==> src/lookahead_pkg.sv <==
`default_nettype none

package lookahead_pkg;

	// value width, the top level parameter WIDTH has to agree with it
	localparam int DATA_W = 16;

	// pairwise operations, 2'b11 is unused
	typedef enum logic [1:0] {
		op_sum  = 2'd0,
		op_diff = 2'd1,
		op_max  = 2'd2
	} pair_op_e;

	// one input word as it travels through receiver and fifo
	typedef struct packed {
		pair_op_e          op;
		logic [DATA_W-1:0] data;
	} pair_word_t;

	// one result on the output channel, op is the opcode of the older word
	typedef struct packed {
		pair_op_e          op;
		logic [DATA_W-1:0] value;
	} pair_result_t;

endpackage

`default_nettype wire
==> src/pair_stream_top.sv <==
`timescale 1ns/1ps
`default_nettype none

module pair_stream_top
	import lookahead_pkg::*;
#(
	parameter int WIDTH = 16,
	parameter int DEPTH = 4
) (
	input  wire          clk,
	input  wire          rst_n,
	input  wire          in_req,
	input  wire          pair_word_t in_word,
	output logic         in_ack,
	output logic         out_req,
	output pair_result_t out_result,
	input  wire          out_ack
);

	logic       push;
	pair_word_t push_word;
	pair_word_t head_word;
	pair_word_t next_word;
	logic       head_valid;
	logic       next_valid;
	logic       full;
	logic       pop;

	// word and result structs are sized by the package width
	if (WIDTH != DATA_W) begin : g_width_check
		$error("pair_stream_top: WIDTH %0d differs from DATA_W %0d", WIDTH, DATA_W);
	end

	req_ack_receiver u_receiver (
		.clk       (clk),
		.rst_n     (rst_n),
		.in_req    (in_req),
		.in_word   (in_word),
		.in_ack    (in_ack),
		.full      (full),
		.push      (push),
		.push_word (push_word)
	);

	lookahead_fifo #(
		.WIDTH (WIDTH),
		.DEPTH (DEPTH)
	) u_fifo (
		.clk        (clk),
		.rst_n      (rst_n),
		.push       (push),
		.pop        (pop),
		.push_word  (push_word),
		.head_word  (head_word),
		.head_valid (head_valid),
		.next_word  (next_word),
		.next_valid (next_valid),
		.full       (full)
	);

	pair_alu #(
		.WIDTH (WIDTH)
	) u_alu (
		.clk        (clk),
		.rst_n      (rst_n),
		.head_word  (head_word),
		.head_valid (head_valid),
		.next_word  (next_word),
		.next_valid (next_valid),
		.pop        (pop),
		.out_req    (out_req),
		.out_result (out_result),
		.out_ack    (out_ack)
	);

endmodule

`default_nettype wire

==> src/pair_alu.sv <==
`timescale 1ns/1ps
`default_nettype none

module pair_alu
	import lookahead_pkg::*;
#(
	parameter int WIDTH = 16
) (
	input  wire          clk,
	input  wire          rst_n,
	input  wire          pair_word_t head_word,
	input  wire          head_valid,
	input  wire          pair_word_t next_word,
	input  wire          next_valid,
	output logic         pop,
	output logic         out_req,
	output pair_result_t out_result,
	input  wire          out_ack
);

	typedef enum logic [1:0] {
		st_idle,
		st_req_high,
		st_wait_ack_low
	} alu_state_e;

	alu_state_e       state;
	pair_op_e         op;
	logic [WIDTH-1:0] a;
	logic [WIDTH-1:0] b;
	logic [WIDTH-1:0] value;

	assign op = head_word.op;    // the older word picks the operation
	assign a  = head_word.data;
	assign b  = next_word.data;

	// only take a pair when the output channel is free
	assign pop = (state == st_idle) && head_valid && next_valid;

	always_comb begin
		case (op)
			op_sum:  value = a + b;           // wraps mod 2**WIDTH
			op_diff: value = a - b;           // head minus next
			op_max:  value = (a > b) ? a : b; // unsigned compare
			default: value = '0;
		endcase
	end

	// result register, loaded on the pop
	always_ff @(posedge clk) begin
		if (pop) begin
			out_result.op    <= op;
			out_result.value <= value;
		end
	end

	// four-phase output handshake
	always_ff @(posedge clk or negedge rst_n) begin
		if (!rst_n) begin
			state   <= st_idle;
			out_req <= 1'b0;
		end else begin
			case (state)
				st_idle: begin
					if (pop) begin
						state   <= st_req_high;
						out_req <= 1'b1;
					end
				end
				st_req_high: begin
					if (out_ack) begin
						state   <= st_wait_ack_low;
						out_req <= 1'b0;
					end
				end
				st_wait_ack_low: begin
					if (!out_ack) begin  // sink has released, next pair may go
						state <= st_idle;
					end
				end
				default: begin
					state   <= st_idle;
					out_req <= 1'b0;
				end
			endcase
		end
	end

endmodule

`default_nettype wire

==> src/req_ack_receiver.sv <==
`timescale 1ns/1ps
`default_nettype none

module req_ack_receiver
	import lookahead_pkg::*;
(
	input  wire        clk,
	input  wire        rst_n,
	input  wire        in_req,
	input  wire        pair_word_t in_word,
	output logic       in_ack,
	input  wire        full,
	output logic       push,
	output pair_word_t push_word
);

	typedef enum logic [1:0] {
		st_idle,
		st_taken,
		st_wait_low
	} rx_state_e;

	rx_state_e state;

	// exactly one push per request, held off while the fifo is full
	assign push      = (state == st_idle) && in_req && !in_ack && !full;
	assign push_word = in_word;  // stable while req is up

	always_ff @(posedge clk or negedge rst_n) begin
		if (!rst_n) begin
			state  <= st_idle;
			in_ack <= 1'b0;
		end else begin
			case (state)
				st_idle: begin
					if (push) begin
						state  <= st_taken;
						in_ack <= 1'b1;
					end
				end
				st_taken: begin
					if (!in_req) begin  // source has seen the ack
						state  <= st_wait_low;
						in_ack <= 1'b0;
					end
				end
				st_wait_low: state <= st_idle;
				default:     state <= st_idle;
			endcase
		end
	end

endmodule

`default_nettype wire

==> src/lookahead_fifo.sv <==
`timescale 1ns/1ps
`default_nettype none

module lookahead_fifo
	import lookahead_pkg::*;
#(
	parameter int WIDTH = 16,
	parameter int DEPTH = 4
) (
	input  wire        clk,
	input  wire        rst_n,
	input  wire        push,
	input  wire        pop,
	input  wire        pair_word_t push_word,
	output pair_word_t head_word,
	output logic       head_valid,
	output pair_word_t next_word,
	output logic       next_valid,
	output logic       full
);

	localparam int WORD_W = $bits(pair_op_e) + WIDTH;

	logic              head_empty;
	logic              body_empty;
	logic              to_head;
	logic              head_push;
	logic              body_push;
	logic              body_pop;
	logic [WORD_W-1:0] head_wdata;
	logic [WORD_W-1:0] head_rdata;
	logic [WORD_W-1:0] body_rdata;

	// the head slot never holds more than one word
	always_comb begin
		// new word lands in the head when nothing would be in front of it
		to_head   = head_empty || (pop && body_empty);
		body_pop  = pop && !body_empty;
		head_push = (push && to_head) || body_pop;
		body_push = push && !to_head;

		// refill from the body wins, the two cases never overlap
		if (body_pop) begin
			head_wdata = body_rdata;
		end else begin
			head_wdata = push_word;
		end
	end

	sync_fifo #(
		.WIDTH (WORD_W),
		.DEPTH (DEPTH)
	) u_head (
		.clk     (clk),
		.rst_n   (rst_n),
		.push    (head_push),
		.pop     (pop),
		.wr_data (head_wdata),
		.rd_data (head_rdata),
		.empty   (head_empty),
		.full    ()
	);

	sync_fifo #(
		.WIDTH (WORD_W),
		.DEPTH (DEPTH)
	) u_body (
		.clk     (clk),
		.rst_n   (rst_n),
		.push    (body_push),
		.pop     (body_pop),
		.wr_data (push_word),
		.rd_data (body_rdata),
		.empty   (body_empty),
		.full    (full)       // back-pressure comes from the body only
	);

	assign head_word  = head_rdata;
	assign head_valid = !head_empty;
	assign next_word  = body_rdata;  // oldest body entry is the word behind the head
	assign next_valid = !body_empty;

endmodule

`default_nettype wire

==> src/sync_fifo.sv <==
`timescale 1ns/1ps
`default_nettype none

module sync_fifo #(
	parameter int WIDTH = 18,
	parameter int DEPTH = 4
) (
	input  wire              clk,
	input  wire              rst_n,
	input  wire              push,
	input  wire              pop,
	input  wire  [WIDTH-1:0] wr_data,
	output logic [WIDTH-1:0] rd_data,
	output logic             empty,
	output logic             full
);

	localparam int AW = (DEPTH > 1) ? $clog2(DEPTH) : 1;
	localparam int CW = $clog2(DEPTH + 1);

	logic [WIDTH-1:0] mem [DEPTH];
	logic [AW-1:0]    wr_ptr;
	logic [AW-1:0]    rd_ptr;
	logic [CW-1:0]    count;
	logic             do_push;
	logic             do_pop;

	// wrap at DEPTH, so DEPTH need not be a power of two
	function automatic logic [AW-1:0] ptr_inc(input logic [AW-1:0] ptr);
		if (ptr == AW'(DEPTH - 1)) begin
			return '0;
		end
		return ptr + 1'b1;
	endfunction

	assign do_pop  = pop && !empty;            // pop on empty is ignored
	assign do_push = push && (!full || do_pop); // a full fifo takes a word only with a pop

	assign empty   = (count == '0);
	assign full    = (count == CW'(DEPTH));
	assign rd_data = mem[rd_ptr];               // oldest entry, no pop needed to see it

	always_ff @(posedge clk) begin
		if (do_push) begin
			mem[wr_ptr] <= wr_data;
		end
	end

	always_ff @(posedge clk or negedge rst_n) begin
		if (!rst_n) begin
			wr_ptr <= '0;
			rd_ptr <= '0;
		end else begin
			if (do_push) begin
				wr_ptr <= ptr_inc(wr_ptr);
			end
			if (do_pop) begin
				rd_ptr <= ptr_inc(rd_ptr);
			end
		end
	end

	// occupancy
	always_ff @(posedge clk or negedge rst_n) begin
		if (!rst_n) begin
			count <= '0;
		end else begin
			case ({do_push, do_pop})
				2'b10:   count <= count + 1'b1;
				2'b01:   count <= count - 1'b1;
				default: count <= count;   // both or neither
			endcase
		end
	end

endmodule

`default_nettype wire

==> config.mk <==
export PLATFORM = sky130hd
export DESIGN_NAME = pair_stream_top
export DESIGN_NICKNAME = d
export VERILOG_FILES = /design/src/lookahead_pkg.sv /design/src/pair_stream_top.sv /design/src/pair_alu.sv /design/src/req_ack_receiver.sv /design/src/lookahead_fifo.sv /design/src/sync_fifo.sv
export SDC_FILE = /design/constraint.sdc
export NUM_CORES = 1
export LEC_CHECK = 0
export CAP_MARGIN = 10
export CORE_MARGIN = 2
export CORE_UTILIZATION = 60
export CTS_CLUSTER_SIZE = 25
export DETAILED_ROUTE_END_ITERATION = 6
export DONT_BUFFER_PORTS = 1
export GPL_ROUTABILITY_DRIVEN = 0
export PLACE_DENSITY = 0.85
export SLEW_MARGIN = 20
export SYNTH_ARGS = -nofsm -noshare
export SYNTH_HDL_FRONTEND = slang
export SYNTH_HIERARCHICAL = 1
export SYNTH_SLANG_ARGS = --single-unit
==> constraint.sdc <==
create_clock -name clk -period 5.68 [get_ports clk]
set_clock_uncertainty 0.05 [all_clocks]
set_input_delay 0.852 -clock clk [delete_from_list [all_inputs] [get_ports clk]]
set_output_delay 0.852 -clock clk [all_outputs]
set_load 0.01 [all_outputs]
==> results of run 1 <==
worst reg2reg max path, delay by kind of cell (launching register included):
| family | cells | cell delay [ns] |
|---|---|---|
| AND/OR/NAND/NOR | 1 | 0.12 |
| adder cells (fa/ha/maj) | 2 | 0.65 |
| AO/OA/AOI/OAI | 5 | 1.43 |
| flip-flops | 1 | 0.91 |
| multiplexers | 2 | 0.58 |
| buffers and inverters | 1 | 0.33 |
final timing paths:
kind / from / endpoint / slack [ns] / cells past startpoint
worst max register to register: u_fifo/u_body/rd_ptr[1]$_DFFE_PN0N_ / u_alu/out_result[12]$_DFFE_PP_ / 1.36 / 11
min in group clk: in_req / u_receiver/state[1]$_DFFE_PN0P_ / 0.44 / 1
max in group asynchronous: rst_n / u_fifo/u_head/count[2]$_DFFE_PN0P_ / 5.43 / 0
worst min-delay path: rst_n / u_fifo/u_body/wr_ptr[1]$_DFFE_PN0P_ / 0.07 / 0
worst max-delay path: u_fifo/u_body/rd_ptr[1]$_DFFE_PN0N_ / u_alu/out_result[12]$_DFFE_PP_ / 1.36 / 11
worst min register to register: u_alu/state[0]$_DFFE_PN0P_ / u_alu/state[0]$_DFFE_PN0P_ / 0.51 / 1
placed cells by master (no fill, tap or decap), drive strengths merged, types with 3 or more instances in the layout:
cell type and count:
buf 5, o221ai 6, xnor2 13, o31ai 9
mux2 26, o21ai 22, nand2b 8, a211o 3
a31oi 5, nand3 14, nand2 24, or3b 3
nor2 33, dfrtp 20, o21bai 4, and3 3
mux4 36, a21o 8, mux2i 10, o21a 5
nand4 5, xor2 8, nor2b 9, a21oi 29
fa 4, clkbuf 21, and2 9, ha 41
clkinv 5, o21ba 3, nor3 6, edfxtp 162
o211ai 9, a22oi 3, a211oi 3, or4 3
inv 49, or2 4, o22ai 6
state kept, by name (all words and copies together) (netlist names):
register / count
u_fifo/u_head/mem: 72
u_fifo/u_head/rd_ptr: 2
u_fifo/u_head/count: 3
u_fifo/u_body/mem: 72
u_receiver/in_ack: 1
u_fifo/u_body/count: 3
u_receiver/state: 2
u_alu/state: 2
u_alu/out_req: 1
u_fifo/u_head/wr_ptr: 2
u_fifo/u_body/wr_ptr: 2
u_fifo/u_body/rd_ptr: 2
u_alu/out_result: 18
layer usage:
layer / global-route usage (%) / routed length, um
met2: 40.68 / 9973
met4: 9.171 / 450
met5: 0 / 0
met3: 4.920 / 1631
met1: 31.48 / 7435
cell type report:
cell class | count | share of cell area (%)
clock inverters | 11 | 1.224
well taps | 216 | 2.670
repair buffers | 5 | 0.3708
flip-flops and latches | 182 | 53.00
clock buffers | 21 | 4.549
multi-input cells | 399 | 36.44
inverters | 47 | 1.743
through the flow:
stage | setup slack [ns] | util, % | cells | area (um2) | hold WS (ns)
floorplan | 1.214 | - | 680 | 9570 | 0.4576
CTS | 1.375 | 64.39 | 881 | 10120 | 0.05451
global route | 1.086 | 64.42 | 881 | 10120 | 0.05177
finish | 1.357 | 64.42 | 881 | 10120 | 0.06672
global placement | 1.503 | 60.67 | 849 | 9533 | 0.4916
detailed placement | 1.398 | 60.67 | 849 | 9533 | 0.4990
==> metrics, run 1 <==
status=finished clean; crit-path cells=mux4_2 -> ha_1 -> fa_1 -> nor2b_1 -> o21ai_0 -> a21oi_1 -> o21ai_0 -> a21oi_2 -> buf_4 -> mux2i_1 -> a211o_1; Final Cycle Share=76.11%; Max Freq=231.3 MHz; CP max-delay cell=dfrtp_1; final net count=719; RSZ-0062 raised after global routing=false; Synth Warn #=6; Pre-antenna DRT Iters=6; GRT overflow=0; Initial Util=about three fifths; CTS tree=done; syn nets=747; port buffer count=0; Gates resized, CTS repair=0; FF+latch area=5365 um2; CP delay by family, top=compound AO/OA/AOI/OAI gates; WL per Instance=22.12 um; max-cap viol count=0; Max-slew headroom=22.73%; Die W=~130 um; multi-input combinational cell area=around 3700 um2; min cycle time layout=4.323 ns; Crit Path Max Fanout=20; number of antenna violations at the first check in global routing=0; Slew Limit Fails=0; final setup TNS=0 ns; CP max stage delay=0.91 ns; Vias/cell=6.397; vias in the first global route=5659; Area Growth Syn to Fin=5.765%; H-tree levels=4; HP Class=primary input to async pin; core area=15710 um2; full die area=16980 um2; clk root buf=clkbuf_16; Avg Cell Area, Syn=14.07 um2; post-CTS setup buffer count=0; vias post-DR=5636; n_diodes=0; hpwl dp=13.23 mm; CTS Sinks=182; Slew @ Worst Pin=1.155 ns; critical setup path kind=register to register; Mapped Area=roughly 9600 um2; 1st-iter DRT viols=774; cts-stage hold buffer count=0; CP required=5.81 ns; Total GRT Usage=24.23%; CP Launch Type=register; final-layout fill cell count=between 1k and 1.5k; CTS Buffer Depth=2; TritonCTS Buffers=17; I/O pin cnt=42; Synth Instances=680; CP most frequent cell=o21ai_0; Final Hold Fails=0; Detail Route Antenna Nets=0; worst path bufs/invs=1; num rows=46; Arr. time, crit path=4.45 ns; crit end category=register; layout cells sized above 1=about 19%; global-route wire length before repair=30.33 mm; Die H=130.3 um; Clock Latency Late Sink=about 0.43 ns; largest net degree at the start of global routing=34; Setup-failing EPs final=0; WL final=a little under 20 mm; DRC Markers=0; Clock Pin Slew Worst Setup and Hold Paths=about 0.060 ns
Power of run 1 is not shown: default switching activity piles up to over one toggle a cycle in this logic, so the estimate is an artifact.
==> inputs of run 2 (changes only) <==
Settings changed: CORE_UTILIZATION 60 to 58.
Clock period 5.68 ns to 3.9 ns, I/O delays scaled along.
==> run 2 against run 1 <==
Fmax increased by 17%. Non-clock buffer count increased by 13. Highest routed layer unchanged. Die area rose by 3.3%. First-iteration DRC count increased by 26%. Via count is 1.3% higher. Core utilization shrank 0.65 points.
==> metrics, run 2 (synthesized netlist as in run 1, its figures left out) <==
Final Cycle Share=a little over nine tenths; WL final=19.38 mm; I/O pin cnt=42; Pre-antenna DRT Iters=6; dpl cells=861; vias post-DR=5711; CP required=between 4 and 5 ns; num rows=46; Clock Latency Late Sink=0.43 ns; Die H=about 130 um; Setup-failing EPs final=0; final-layout fill cell count=1157; Detail Route Antenna Nets=0; Max-slew headroom=38.32%; H-tree levels=4; hpwl dp=13.42 mm; leading cell type in the layout, fill and taps excluded=edfxtp_1; CTS tree=done; max-cap viol count=0; Vias/cell=6.388; cts-stage hold buffer count=1; port buffer count=0; HP Class=primary input to register; Die W=between 100 and 150 um; layout cells sized above 1=19.76%; Crit Path Max Fanout=9; status=finished clean; crit end category=register; clk root buf=clkbuf_16; Clock Pin Slew Worst Setup and Hold Paths=0.06 ns; DRC Markers=0; RSZ-0062 raised after global routing=false; Initial Util=59.81%; final setup TNS=0 ns; non-filler cells in the finished layout=894; Slew Limit Fails=0; largest net degree at the start of global routing=34; most frequent cells in the layout=162 x edfxtp_1, 47 x inv_1, 41 x ha_1; Area Growth Syn to Fin=6.615%; Slew @ Worst Pin=0.9222 ns; Gates resized, CTS repair=0; GRT overflow=0; final net count=between 700 and 800; CP Launch Type=register; full die area=17540 um2; vias in the first global route=approximately 5.8k; Final Hold Fails=0; post-CTS setup buffer count=0; CTS Buffer Depth=2; core area=16000 um2; critical setup path kind=register to register; Top Registers=u_fifo/u_body/mem: 72 flops, u_fifo/u_head/mem: 72 flops, u_alu/out_result: 18 flops; global-route wire length before repair=30.67 mm; Arr. time, crit path=3.79 ns; 1st-iter DRT viols=approximately 1000; CTS Sinks=182; Total GRT Usage=23.02%; min cycle time layout=3.684 ns; n_diodes=0; TritonCTS Buffers=17; WL per Instance=21.67 um; number of antenna violations at the first check in global routing=0; Max Freq=around 270 MHz
run 2: cell count changes in the layout (fill, tap and decap cells not counted), sizes merged:
cell / before / now
buf: 5 / 17
dlygate4sd3: 0 / 1
clkbuf: 21 / 19
clkinv: 5 / 7
inv: 49 / 50
bufinv: 2 / 0
clkinvlp: 2 / 3
run 2: path summary, 6_finish.rpt:
check / startpoint / end / slack (ns) / depth (start not counted)
min in group asynchronous: rst_n / u_fifo/u_body/wr_ptr[0]$_DFFE_PN0P_ / 0.69 / 1
hold reg to reg: u_alu/out_req$_DFFE_PN0P_ / u_alu/out_req$_DFFE_PN0P_ / 0.52 / 1
setup / recovery: u_fifo/u_body/rd_ptr[0]$_DFFE_PN0N_ / u_alu/out_result[15]$_DFFE_PP_ / 0.22 / 11
setup reg to reg: u_fifo/u_body/rd_ptr[0]$_DFFE_PN0N_ / u_alu/out_result[15]$_DFFE_PP_ / 0.22 / 11
max in group asynchronous: rst_n / u_fifo/u_head/wr_ptr[1]$_DFFE_PN0P_ / 2.55 / 1
hold / removal: in_req / u_receiver/state[1]$_DFFE_PN0P_ / 0.17 / 1
run 2: per-stage QoR:
step,instance area [um2],util [%],setup WS (ns),hold slack (ns)
finish,10200,63.77,0.2164,0.1673
detailed placement,9679,60.49,0.2793,0.2399
floorplan,9575,-,0.2074,0.2394
global route,10200,63.77,0.05649,0.1470
global placement,9679,60.49,0.3613,0.2400
CTS,10200,63.77,0.2915,0.1503
run 2: area by class of cell:
type	count	area [um2]	share of cell area (%)
Clock buffer	19	432.9	4.243
Clock inverter	13	81.33	0.7971
Inverter	47	176.4	1.729
Multi-Input combinational cell	399	3690	36.16
Sequential cell	182	5365	52.58
Tap cell	216	270.3	2.649
Timing Repair Buffer	18	187.7	1.839
run 2: critical path: stages (launching register included):
cell	delay, ns
dfrtp_1	0.58
buf_12	0.19
mux4_2	0.56
inv_1	0.09
ha_1	0.32
nor3_1	0.19
o21ai_1	0.18
a2111oi_2	0.57
o311ai_1	0.19
a32oi_1	0.25
xnor2_1	0.14
o22ai_1	0.09
run 2: metal layers:
metal  wire (um)  vias up  track usage, %  share of wire (%)
met1        7687     2803           29.27                 40
met2        9487      315           37.42                 49
li1            -     2536               -                  -
met5           0        -               0                  0
met4         542        0           8.961                2.8
met3        1659       57           6.973                8.6
Power of run 2 is left out for the same reason.
==> inputs of run 3 (changes only) <==
Settings changed: PLACE_DENSITY 0.85 to 0.76.
==> run 3 against run 2 <==
Cell count grew 0.11%. Fmax grew 1.2%. Sequential share of layout area shrank 0.40 points. Flip-flop and latch count is the same. Via count shrank 1.3%. Global-route usage shrank 0.71 points. Critical path depth shrank 1. Wire length shrank 3.3%. Core utilization grew 0.49 points. Critical endpoint unchanged.
==> metrics, run 3 (synthesized netlist as in run 1, its figures left out) <==
min cycle time layout=3.638 ns; Worst Min Path Start=in_req; final setup TNS=0 ns; GRT overflow=0; RSZ-0062 raised after global routing=false; CTS tree=done; CP required=~4 ns; TritonCTS Buffers=17; Clock Pin Slew Worst Setup and Hold Paths=0.06 ns; Slew Limit Fails=0; Total GRT Usage=22.31%; number of antenna violations at the first check in global routing=0; Slew @ Worst Pin=approximately 0.94 ns; Worst Hold Slack=approximately 0.17 ns; dpl cells=862; Arr. time, crit path=3.74 ns; final net count=between 700 and 800; most frequent cells in the layout=162 x edfxtp_1, 47 x inv_1, 41 x ha_1; core area=roughly 16000 um2; Crit Path Max Fanout=20; Die W=around 130 um; port buffer count=0; Area Growth Syn to Fin=7.439%; layout cells sized above 1=20.47%; global-route wire length before repair=30.10 mm; CP max stage delay=about 0.58 ns; status=finished clean; clk root buf=clkbuf_16; Worst R2R Start=u_fifo/u_head/rd_ptr[0]$_DFFE_PN0N_; WL final=roughly 19 mm; Detail Route Antenna Nets=0; critical setup path kind=register to register; WHS Path Cells=1; non-filler cells in the finished layout=895; I/O pin cnt=42; n_diodes=0; reg2reg path depth=10; CP max-delay cell=a2111oi_2; num rows=46; max-cap viol count=0; Setup-failing EPs final=0; vias in the first global route=5801; Clock Latency Late Sink=around 0.42 ns; Vias/cell=6.296; Reg2Reg Setup Slack=around 0.26 ns; hpwl dp=12.71 mm; crit end category=register; CTS Sinks=182; CTS Buffer Depth=2; full die area=17540 um2; Max Freq=274.8 MHz; DRC Markers=0; crit-path cells=buf_12 -> mux4_2 -> ha_1 -> nor3_1 -> o21ai_1 -> a2111oi_2 -> o311ai_1 -> a32oi_1 -> xnor2_1 -> o22ai_1; CP delay by family, top=compound AO/OA/AOI/OAI gates; vias post-DR=roughly 5.6k; Initial Util=59.81%; H-tree levels=4; Gates resized, CTS repair=0; worst path bufs/invs=1; Pre-antenna DRT Iters=7; CP Launch Type=register; 1st-iter DRT viols=688; post-CTS setup buffer count=0; final-layout fill cell count=1166; leading cell type in the layout, fill and taps excluded=edfxtp_1; HP Class=primary input to register; Final Cycle Share=93.29%; Final Hold Fails=0; WL per Instance=around 21 um; Worst R2R End=u_alu/out_result[15]$_DFFE_PP_; WHS Endpoint=u_receiver/state[1]$_DFFE_PN0P_; Top Registers=u_fifo/u_body/mem: 72 flops, u_fifo/u_head/mem: 72 flops, u_alu/out_result: 18 flops; Max-slew headroom=37.25%; Die H=around 130 um; largest net degree at the start of global routing=34
## run 3: how the worst max path moves through the flow
stage                                         from                                  to  slack (ns)  depth (start not counted)
2_1_floorplan   u_fifo/u_body/count[2]$_DFFE_PN0P_  u_fifo/u_body/count[1]$_DFFE_PN0P_        0.21                         15
3_3_place_gp   u_fifo/u_head/rd_ptr[0]$_DFFE_PN0N_      u_alu/out_result[15]$_DFFE_PP_        0.35                          9
3_5_place_dp   u_fifo/u_head/rd_ptr[0]$_DFFE_PN0N_      u_alu/out_result[15]$_DFFE_PP_        0.30                          9
4_1_cts        u_fifo/u_head/rd_ptr[0]$_DFFE_PN0N_      u_alu/out_result[15]$_DFFE_PP_        0.28                          9
5_1_grt        u_fifo/u_body/rd_ptr[0]$_DFFE_PN0N_       u_alu/out_result[5]$_DFFE_PP_        0.03                         12
6_report       u_fifo/u_head/rd_ptr[0]$_DFFE_PN0N_      u_alu/out_result[15]$_DFFE_PP_        0.26                         10
## run 3: repair_timing
action / in CTS / in global routing
endpoints found under the hold margin: 20 / 0
hold buffers: 1 / 0
setup endpoints to repair: 0 / 0
## run 3: metal layers
layer	vias up	share of wire, %	track usage [%]
li1	2546	-	-
met2	271	48	36.24
met1	2780	42	29.21
met3	38	7.9	6.130
met5	-	0	0
met4	0	1.9	7.766
## run 3: metrics by stage
stage | setup WS (ns) | cell area (um2) | util, %
after floorplan | 0.2074 | 9575 | -
after global placement | 0.3497 | 9662 | 60.38
after detailed placement | 0.2979 | 9662 | 60.38
after CTS | 0.2787 | 10280 | 64.26
after global routing | 0.03122 | 10280 | 64.26
final | 0.2616 | 10280 | 64.26
## run 3: final cells by class
cell class                      count  area, um2  share of cell area, %
Clock buffer                       22      464.2                  4.514
Clock inverter                     10      146.4                  1.424
Inverter                           47      176.4                  1.716
Multi-Input combinational cell    399       3690                  35.88
Sequential cell                   182       5365                  52.18
Tap cell                          216      270.3                  2.628
Timing Repair Buffer               19      170.2                  1.655
Power of run 3 is left out for the same reason.
